File: src/ecc_pkg.sv
// Shared widths, APB register map and datapath structs for the SEC-DED block
// Imported by every module of the design and by the testbench
package ecc_pkg;

    localparam int DATA_W     = 16;
    localparam int HAM_W      = 21;
    localparam int CODE_W     = 22;
    localparam int SYN_W      = 5;
    localparam int CNT_W      = 16;
    localparam int ADDR_W     = 8;
    localparam int APB_DATA_W = 32;

    typedef logic [DATA_W-1:0] data_word_t;
    typedef logic [CODE_W-1:0] code_word_t;
    typedef logic [SYN_W-1:0]  syndrome_t;
    typedef logic [CNT_W-1:0]  err_count_t;
    typedef logic [ADDR_W-1:0] apb_addr_t;

    // Register map
    localparam apb_addr_t REG_DATA   = 8'h00;
    localparam apb_addr_t REG_INJECT = 8'h04;
    localparam apb_addr_t REG_CTRL   = 8'h08;
    localparam apb_addr_t REG_CODE   = 8'h0C;
    localparam apb_addr_t REG_RESULT = 8'h10;
    localparam apb_addr_t REG_COUNT  = 8'h14;

    typedef struct packed {
        logic       encode_en;
        logic       code_clear;
        logic       count_clear;
        data_word_t data;
        code_word_t inject_mask;
    } ecc_cmd_t;

    typedef struct packed {
        logic       valid;
        data_word_t data;
        syndrome_t  syndrome;
        logic       single_err;
        logic       double_err;
        err_count_t corrected_count;
        err_count_t uncorrectable_count;
    } ecc_result_t;

    // Data bits go to the non power of two positions, parity slots left at zero
    function automatic code_word_t place_data(input data_word_t d);
        code_word_t c;
        c        = '0;
        c[2]     = d[0];
        c[6:4]   = d[3:1];
        c[14:8]  = d[10:4];
        c[20:16] = d[15:11];
        return c;
    endfunction

    function automatic data_word_t extract_data(input code_word_t c);
        return {c[20:16], c[14:8], c[6:4], c[2]};
    endfunction

    // Bit k is the XOR of every position whose number has bit k set
    function automatic syndrome_t calc_syndrome(input code_word_t c);
        syndrome_t s;
        s = '0;
        for (int i = 0; i < HAM_W; i++) begin
            for (int k = 0; k < SYN_W; k++) begin
                if (((i + 1) & (1 << k)) != 0) begin
                    s[k] = s[k] ^ c[i];
                end
            end
        end
        return s;
    endfunction

endpackage

File: src/ecc_apb_regs.sv
// APB3 register block for the SEC-DED datapath
// Decodes writes into commands and multiplexes status back onto prdata
`timescale 1ns/1ps

module ecc_apb_regs (
    input  logic                              clock,
    input  logic                              reset,
    input  logic                              psel,
    input  logic                              penable,
    input  logic                              pwrite,
    input  ecc_pkg::apb_addr_t                paddr,
    input  logic [ecc_pkg::APB_DATA_W-1:0]    pwdata,
    output logic [ecc_pkg::APB_DATA_W-1:0]    prdata,
    output logic                              pready,
    output logic                              pslverr,
    output ecc_pkg::ecc_cmd_t                 cmd,
    input  ecc_pkg::code_word_t               code,
    input  ecc_pkg::ecc_result_t              result
);
    import ecc_pkg::*;

    logic       access;
    logic       wr_en;
    logic       rd_en;
    logic       wr_data;
    logic       wr_inject;
    logic       wr_ctrl;

    data_word_t data_q;
    code_word_t mask_q;
    logic [APB_DATA_W-1:0] rd_mux;

    // No wait states and no error responses
    assign pready  = 1'b1;
    assign pslverr = 1'b0;

    assign access = psel && penable;
    assign wr_en  = access && pwrite;
    assign rd_en  = access && !pwrite;

    assign wr_data   = wr_en && (paddr == REG_DATA);
    assign wr_inject = wr_en && (paddr == REG_INJECT);
    assign wr_ctrl   = wr_en && (paddr == REG_CTRL);

    always_ff @(posedge clock) begin
        if (reset) begin
            data_q <= '0;
        end else if (wr_data) begin
            data_q <= pwdata[DATA_W-1:0];
        end
    end

    always_ff @(posedge clock) begin
        if (reset) begin
            mask_q <= '0;
        end else if (wr_inject) begin
            mask_q <= pwdata[CODE_W-1:0];
        end
    end

    // Commands fire in the access cycle so the encoder loads at that same edge
    always_comb begin
        cmd.encode_en   = wr_data;
        cmd.code_clear  = wr_ctrl && pwdata[0];
        cmd.count_clear = wr_ctrl && pwdata[1];
        cmd.inject_mask = mask_q;
        if (wr_data) begin
            cmd.data = pwdata[DATA_W-1:0];
        end else begin
            cmd.data = data_q;
        end
    end

    // Read multiplexer, write-only and unmapped offsets return zero
    always_comb begin
        case (paddr)
            REG_INJECT: begin
                rd_mux = {{(APB_DATA_W - CODE_W){1'b0}}, mask_q};
            end
            REG_CODE: begin
                rd_mux = {{(APB_DATA_W - CODE_W){1'b0}}, code};
            end
            REG_RESULT: begin
                rd_mux = {result.valid,
                          5'b0,
                          result.double_err,
                          result.single_err,
                          3'b0,
                          result.syndrome,
                          result.data};
            end
            REG_COUNT: begin
                rd_mux = {result.uncorrectable_count, result.corrected_count};
            end
            default: begin
                rd_mux = '0;
            end
        endcase
    end

    always_comb begin
        if (rd_en) begin
            prdata = rd_mux;
        end else begin
            prdata = '0;
        end
    end

endmodule

File: src/ecc_top.sv
// Top level of the APB controlled SEC-DED block
// Register block feeds the encoder, the decoder reports back through it
`timescale 1ns/1ps

module ecc_top (
    input  logic                           clock,
    input  logic                           reset,
    input  logic                           psel,
    input  logic                           penable,
    input  logic                           pwrite,
    input  ecc_pkg::apb_addr_t             paddr,
    input  logic [ecc_pkg::APB_DATA_W-1:0] pwdata,
    output logic [ecc_pkg::APB_DATA_W-1:0] prdata,
    output logic                           pready,
    output logic                           pslverr
);
    import ecc_pkg::*;

    ecc_cmd_t    cmd;
    code_word_t  code;
    logic        encoded;
    ecc_result_t result;

    ecc_apb_regs u_regs (
        .clock   (clock),
        .reset   (reset),
        .psel    (psel),
        .penable (penable),
        .pwrite  (pwrite),
        .paddr   (paddr),
        .pwdata  (pwdata),
        .prdata  (prdata),
        .pready  (pready),
        .pslverr (pslverr),
        .cmd     (cmd),
        .code    (code),
        .result  (result)
    );

    hamming_enc u_enc (
        .clock   (clock),
        .reset   (reset),
        .enable  (cmd.encode_en),
        .clear   (cmd.code_clear),
        .data    (cmd.data),
        .code    (code),
        .encoded (encoded)
    );

    hamming_dec u_dec (
        .clock       (clock),
        .reset       (reset),
        .code        (code),
        .inject_mask (cmd.inject_mask),
        .encoded     (encoded),
        .code_clear  (cmd.code_clear),
        .count_clear (cmd.count_clear),
        .result      (result)
    );

endmodule

File: src/hamming_dec.sv
// SEC-DED decoder with error injection, single-bit correction and error counters
// Evaluates the injected codeword every cycle and registers the result
`timescale 1ns/1ps

module hamming_dec (
    input  logic                 clock,
    input  logic                 reset,
    input  ecc_pkg::code_word_t  code,
    input  ecc_pkg::code_word_t  inject_mask,
    input  logic                 encoded,
    input  logic                 code_clear,
    input  logic                 count_clear,
    output ecc_pkg::ecc_result_t result
);
    import ecc_pkg::*;

    code_word_t rx_code;
    code_word_t fixed_code;
    syndrome_t  syn;
    logic       overall_bad;
    logic       single_det;
    logic       double_det;

    logic       valid_q;
    data_word_t data_q;
    syndrome_t  syn_q;
    logic       single_q;
    logic       double_q;
    err_count_t corr_cnt;
    err_count_t uncorr_cnt;

    always_comb begin
        rx_code     = code ^ inject_mask;
        syn         = calc_syndrome(rx_code);
        overall_bad = ^rx_code;

        // Odd overall parity means one flipped bit, possibly bit 21 itself
        single_det = overall_bad;
        double_det = !overall_bad && (syn != '0);

        fixed_code = rx_code;
        if (overall_bad) begin
            for (int i = 0; i < HAM_W; i++) begin
                if (syn == syndrome_t'(i + 1)) begin
                    fixed_code[i] = ~rx_code[i];
                end
            end
        end
    end

    always_ff @(posedge clock) begin
        if (reset) begin
            data_q   <= '0;
            syn_q    <= '0;
            single_q <= 1'b0;
            double_q <= 1'b0;
            valid_q  <= 1'b0;
        end else begin
            data_q   <= extract_data(fixed_code);
            syn_q    <= syn;
            single_q <= single_det;
            double_q <= double_det;
            if (code_clear) begin
                valid_q <= 1'b0;
            end else if (encoded) begin
                valid_q <= 1'b1;
            end
        end
    end

    // Counters only step on the encode strobe and saturate at all ones
    always_ff @(posedge clock) begin
        if (reset) begin
            corr_cnt   <= '0;
            uncorr_cnt <= '0;
        end else if (count_clear) begin
            corr_cnt   <= '0;
            uncorr_cnt <= '0;
        end else if (encoded) begin
            if (single_det && (corr_cnt != '1)) begin
                corr_cnt <= corr_cnt + 1'b1;
            end
            if (double_det && (uncorr_cnt != '1)) begin
                uncorr_cnt <= uncorr_cnt + 1'b1;
            end
        end
    end

    always_comb begin
        result.valid               = valid_q;
        result.data                = data_q;
        result.syndrome            = syn_q;
        result.single_err          = single_q;
        result.double_err          = double_q;
        result.corrected_count     = corr_cnt;
        result.uncorrectable_count = uncorr_cnt;
    end

endmodule

File: src/hamming_enc.sv
// Registered SEC-DED encoder, 16 data bits into an extended 22-bit Hamming codeword
// Loads on enable, synchronous clear wins over enable
`timescale 1ns/1ps

module hamming_enc (
    input  logic                clock,
    input  logic                reset,
    input  logic                enable,
    input  logic                clear,
    input  ecc_pkg::data_word_t data,
    output ecc_pkg::code_word_t code,
    output logic                encoded
);
    import ecc_pkg::*;

    code_word_t next_code;
    syndrome_t  par;

    always_comb begin
        next_code = place_data(data);
        // Parity slots are still zero, so the syndrome is the parity to store
        par = calc_syndrome(next_code);
        next_code[0]  = par[0];
        next_code[1]  = par[1];
        next_code[3]  = par[2];
        next_code[7]  = par[3];
        next_code[15] = par[4];
        // Overall parity over the full Hamming word
        next_code[CODE_W-1] = ^next_code[HAM_W-1:0];
    end

    always_ff @(posedge clock) begin
        if (reset) begin
            code <= '0;
        end else if (clear) begin
            code <= '0;
        end else if (enable) begin
            code <= next_code;
        end
    end

    // One cycle strobe alongside the freshly loaded codeword
    always_ff @(posedge clock) begin
        if (reset) begin
            encoded <= 1'b0;
        end else begin
            encoded <= enable;
        end
    end

endmodule

File: config.mk
export PLATFORM = sky130hd
export DESIGN_NAME = ecc_top
export DESIGN_NICKNAME = d
export VERILOG_FILES = /design/src/ecc_pkg.sv /design/src/ecc_apb_regs.sv /design/src/ecc_top.sv /design/src/hamming_dec.sv /design/src/hamming_enc.sv
export SDC_FILE = /design/constraint.sdc
export NUM_CORES = 1
export LEC_CHECK = 0
export ABC_AREA = 0
export BUFFER_PORTS_ARGS = -buffer_cell sky130_fd_sc_hd__buf_2
export CAP_MARGIN = 20
export CORE_ASPECT_RATIO = 1.4
export CORE_MARGIN = 1.5
export CORE_UTILIZATION = 31
export CTS_CLUSTER_SIZE = 16
export DETAILED_ROUTE_END_ITERATION = 7
export SYNTH_ARGS = -nofsm -noshare
export SYNTH_HDL_FRONTEND = slang
export SYNTH_SLANG_ARGS = --single-unit
File: constraint.sdc
create_clock -name clock -period 2.94 [get_ports clock]
set_input_delay 0.294 -clock clock [delete_from_list [all_inputs] [get_ports clock]]
set_output_delay 0.294 -clock clock [all_outputs]
set_load 0.05 [all_outputs]
Word level (Yosys, flattened, before mapping) --
Index checks and enable logic that the tools add are counted.
Storage, ports and cells: register bits 117, input bits 45, logic and storage cells 184
Operators by class: add/sub/neg operators 2, equality and inequality tests 28, mux-type cells 25, bitwise gates (word level) 97, reductions and logical operators 21
Operators with widths (number):
- one-hot mux 32 bit (4 select lines) | 1
- XOR 1 bit | 75
- equality test 5 x 4 -> 1 bit (second input constant) | 8
- adder 16 x 1 -> 16 bit (second input constant) | 2
- two-way mux 32 bit | 1
- inequality test 16 bit (second input constant) | 2
- equality test 5 bit (second input constant) | 6
- XOR reduction 22 bit | 1
- XOR 22 bit | 1
- two-way mux 1 bit | 21
- two-way mux 21 bit | 1
- NOT 1 bit | 21
- XOR reduction 21 bit | 1
- equality test 5 x 3 -> 1 bit (second input constant) | 4
- equality test 8 x 4 -> 1 bit (second input constant) | 2
- equality test 8 x 5 -> 1 bit (second input constant) | 2
- two-way mux 16 bit | 1
- logical AND 1 bit | 11
- equality test 5 x 2 -> 1 bit (second input constant) | 2
- equality test 8 x 3 -> 1 bit (second input constant) | 1
- logical NOT 8 bit | 1
- equality test 5 x 1 -> 1 bit (second input constant) | 1
- nonzero test 5 bit | 1
- AND reduction 2 bit | 2
- other kinds (2) | 4

Logic depth before layout (Yosys ltp) --
word-level depth 15, gate-level depth with buffers 10

Hierarchy --
Synthesis repeated with hierarchy kept, for this count alone.
Unflattened totals: cells, all modules 779, area, all modules 7230.7 sq um
By module, submodules not included:
- hamming_dec | times used 1, cells each 371, area an instance 3253.1 sq um, sequential area each 1121.1 sq um
- ecc_apb_regs | times used 1, cells each 305, area an instance 2885.3 sq um, sequential area each 760.7 sq um
- hamming_enc | times used 1, cells each 103, area an instance 1092.3 sq um, sequential area each 460.4 sq um

Worst setup path before layout --
No wires, ideal clock.
kind flip-flop to flip-flop, start point register u_enc.code[11], end point register u_dec.uncorr_cnt[13], arrival time 2.649 ns, data required time 2.825 ns, path slack 0.176 ns, cell stages (with the launch flop) 9, buffers on the path 0, period minus slack after synthesis 2.764 ns, cells stage by stage dfxtp_1 > xor2_2 > xnor3_1 > xnor2_2 > xnor3_1 > and3_4 > a211oi_2 > a41oi_1 > o21a_1
Between the ends: word-level cells in the longest chain between the ends 11, elaborated cells between the ends (all ways) 17, those cells by class bitwise: 11; reduce/logical: 6
Ends and longest elaborated chain:
- from (decl) | line hamming_enc.sv:11 | output ecc_pkg::code_word_t code,
- from (signal assigned) | line hamming_enc.sv:38 | code <= next_code;
- XOR 22 bit (*) | line hamming_dec.sv:33 | rx_code = code ^ inject_mask;
- XOR 1 bit (6 in series) | line ecc_pkg.sv:67 | s[k] = s[k] ^ c[i];
- nonzero test 5 bit | line hamming_dec.sv:39 | double_det = !overall_bad && (syn != '0);
- logical AND 1 bit (*) | line hamming_dec.sv:39
- logical AND 1 bit (*) | line hamming_dec.sv:83 | if (double_det && (uncorr_cnt != '1)) begin
- AND reduction 2 bit (no line) (*)
- to (signal assigned) | line hamming_dec.sv:84 | uncorr_cnt <= uncorr_cnt + 1'b1;
- to (decl) | line hamming_dec.sv:30 | err_count_t uncorr_cnt;
Mark *: on every way between the ends. The rest lies on a longest branch, timed or not. A chain may end at the register's enable or synchronous reset.

Worst setup path after layout --
start point register u_enc.code[14], end point register u_dec.uncorr_cnt[13]
Between the ends: word-level cells in the longest chain between the ends 9, elaborated cells between the ends (all ways) 18, those cells by class bitwise: 12; reduce/logical: 6
Ends and longest elaborated chain (line):
- XOR 22 bit (*) | hamming_dec.sv:33
- XOR 1 bit (4 in series) | ecc_pkg.sv:67
- nonzero test 5 bit | hamming_dec.sv:39
- logical AND 1 bit (*) | hamming_dec.sv:39
- logical AND 1 bit (*) | hamming_dec.sv:83
- AND reduction 2 bit (no line) (*)
Marked as above.

==> flow_summary.json <==
{
  "synth_area_per_cell_um2": 8.280,
  "switchingPower_uw": 681.0,
  "setup_viol": 0,
  "yosys.area_share.simple": 0.2265,
  "synth_top_family_by_area": "simple AND/OR/NAND/NOR gates",
  "ios": 79,
  "r2r_start": "u_enc.code[14]",
  "gp_congestion": 0.9167,
  "synth_cell_types": 52,
  "wl_um": 16770,
  "grt-ovfl-total": 0,
  "synthAdderAreaFrac": 0.004233,
  "regArea_mm2": 0.002023,
  "whs_path_depth": 3,
  "synth.cell_area_mm2": 0.005912,
  "cp_data_arrival_time_ns": 3.11,
  "nets": 845,
  "p_comb_frac": 0.097,
  "synth-compound-area-share": 0.1166,
  "grt_max_degree": 29,
  "hold_class": "input port to register",
  "tritoncts": "done",
  "start_util": 0.3178,
  "hold_buffers": 0,
  "skew_ns": 0.009215,
  "path_class": "register to register",
  "area_growth_pct": 19.85,
  "clkTransAtPathRegs_ns": 0.07,
  "numCtsBuffers": 9,
  "async_flop_share": 0,
  "antenna_cells": 0,
  "postSynthCellCount": 714,
  "fin_util": 0.3809,
  "fin_crit_ns": 2.811,
  "numClockSinks": 101,
  "hold_violations": 0,
  "drive_gt1_frac": 0.1945,
  "dpl.hpwl_um": 13030,
  "rows": 59,
  "holdPathEnd": "u_regs.mask_q[18]",
  "crit_fanout": 5,
  "p_per_area_mw_per_mm2": 386.2,
  "place_ws_ns": 0.04433,
  "antenna_left": 0,
  "antenna_found_initial": 0,
  "clk_latency_ns": 0.35,
  "maxSlewHeadroom": 0.4275,
  "ctsHtreeMaxLevel": 3,
  "r2r_slack_ns": 0.13,
  "die_area_mm2": 0.01992,
  "final_common_cell": "nand2_1",
  "grt_usage": 0.1720,
  "rsz0062_at_grt": "false",
  "internal-power_mw": 2.056,
  "ys.warnings.count": 0,
  "fmax_mhz": 355.8,
  "ys.flop_type": "dfxtp_1",
  "crit_path_start_kind": "register",
  "ys_seq_elements": 101,
  "synth_edf_count": 0,
  "status": "completed",
  "ctsLongestPathBuffers": 2,
  "power_frac_clock": 0.403,
  "port-buffer-count": 66,
  "dr.pass1.iters": 4,
  "vias": 5104,
  "muxShareOfSynthArea": 0.08127,
  "grt_pass1_vias": 4941,
  "post_drt_wl_per_cell_um": 16.03,
  "slew_viol_final": 0,
  "peakVddDrop_mv": 0.2194,
  "core_area_mm2": 0.01860,
  "drc": 0,
  "root_buffer": "clkbuf_16",
  "setup_ws_ns": 0.1292,
  "cp.required_ns": 3.24,
  "fin_tns_setup_ns": 0,
  "yosysSeqAreaShare": 0.3420,
  "synth-xor-area-share": 0.1941,
  "worstHoldStart": "pwdata[18]",
  "routed_via_density": 4.880,
  "drv_cap": 0,
  "dieWidth_um": 119.7,
  "rr_endpoint": "u_dec.uncorr_cnt[13]",
  "leakage_nw": 2.622,
  "grt_pass1_wl_um": 26610,
  "die-height_um": 166.4,
  "fin_crit_sh": 0.9561,
  "syn_nets": 761,
  "multiInputGateArea_mm2": 0.003755,
  "drt_iter0_drc": 193,
  "fillerInstances": 2012,
  "mostFrequentLayoutCells": "112 x nand2_1, 100 x dfxtp_1, 78 x nor2_1",
  "worstMarginPinSlew_ns": 0.8587,
  "worst_r2r_path_depth": 9,
  "seq_power_share": 0.500,
  "cp-end-kind": "register",
  "switching_share": 0.2489
}
==> power groups by stage <==
stage	Clock, mW	Combinational, mW	Sequential (mW)
after CTS	1.13	0.267	1.37
after global placement	0	0.263	1.40
after global routing	1.19	0.286	1.37
after detailed placement	0	0.267	1.40
final	1.10	0.264	1.37
after floorplan	0	0.187	1.40
==> what timing repair did <==
action,CTS,global route
setup endpoints to repair,0,14
buffers inserted,0,1
endpoints found under the hold margin,0,0
gates resized for setup,0,11
==> state kept, by name, indices dropped and copies added (netlist names) <==
register / count
u_dec.valid_q: 1
u_enc.encoded: 1
u_regs.mask_q: 22
u_dec.corr_cnt: 16
u_dec.single_q: 1
u_dec.syn_q: 5
u_enc.code: 22
u_dec.data_q: 16
u_dec.uncorr_cnt: 16
u_dec.double_q: 1
==> synth_stat cells (all sizes together), types with 3 or more instances <==
cell type  number  share of area
a31o            3         0.0044
o31ai           3         0.0038
nand3           7         0.0059
and3           11          0.012
a21oi          57          0.048
clkbuf         33          0.021
o22a           20          0.030
nand2         112          0.071
nor4            3         0.0042
a211oi          4         0.0059
or4             4         0.0051
xor2           27          0.044
xnor3           7          0.027
dfxtp         101           0.34
o21ai           8         0.0068
buf            11         0.0093
nor2           78          0.050
nor2b           3         0.0032
nand4          10          0.011
mux2i          48          0.081
or3             6         0.0063
nor3           29          0.025
nand2b          3         0.0032
inv             6         0.0038
xnor2          80           0.12
and2            9         0.0095
o21a            4         0.0051
==> cell families (layout without fill, tap and decap cells) <==
kind of cell / count (synthesis) / after routing
simple gates: 289 / 289
xor+xnor: 114 / 114
compound gates: 108 / 108
flops: 101 / 101
buf+inv: 50 / 138
mux: 48 / 48
fa+ha+maj: 2 / 2
other cells: 2 / 2
==> per-stage QoR <==
step / cells / power (mW) / hold slack [ns] / cell area [µm²]
floorplan: 714 / 1.587 / 0.4284 / 5912
global placement: 1030 / 1.663 / 0.4662 / 6749
detailed placement: 1030 / 1.667 / 0.4713 / 6749
CTS: 1045 / 2.767 / 0.1657 / 7015
global route: 1046 / 2.842 / 0.1771 / 7086
finish: 1046 / 2.737 / 0.1749 / 7086
==> per-layer routing <==
| layer | vias to the layer above | GRT usage | part of all wire | routed length (µm) |
|---|---|---|---|---|
| met1 | 2390 | 0.2024 | 0.41 | 6930 |
| met3 | 28 | 0.02232 | 0.030 | 502 |
| li1 | 2590 | - | - | - |
| met4 | 0 | 0.07505 | 0.032 | 543 |
| met2 | 96 | 0.3091 | 0.52 | 8795 |
| met5 | - | 0 | 0 | 0 |
==> worst max-delay path by stage <==
stage | from | to | cells past startpoint
final | u_enc.code[14] | u_dec.uncorr_cnt[13] | 9
after global routing | u_regs.mask_q[17] | u_dec.uncorr_cnt[15] | 8
after CTS | u_enc.code[14] | u_dec.uncorr_cnt[8] | 8
after detailed placement | u_enc.code[14] | u_dec.uncorr_cnt[8] | 8
after global placement | u_enc.code[14] | u_dec.data_q[12] | 9
after floorplan | u_enc.code[11] | u_dec.uncorr_cnt[13] | 8
==> area by class of cell <==
cell class / instances / share of cell area
clock buffer: 10 / 0.03232
clock inverter: 5 / 0.005298
inverter: 6 / 0.003179
multi-input combinational: 563 / 0.5299
sequential: 101 / 0.2855
tap: 244 / 0.04309
timing repair buffer: 117 / 0.1007
==> worst max-delay path, stage by stage, from the launching register on <==
cell and delay [ns]:
dfxtp_1 0.35, xnor2_2 0.24, xor2_1 0.26, xnor2_1 0.20
xnor3_2 0.56, xnor2_1 0.18, buf_4 0.18, a21oi_1 0.33
nor4b_1 0.30, o21a_1 0.14
(Power assumes the default switching activity.)
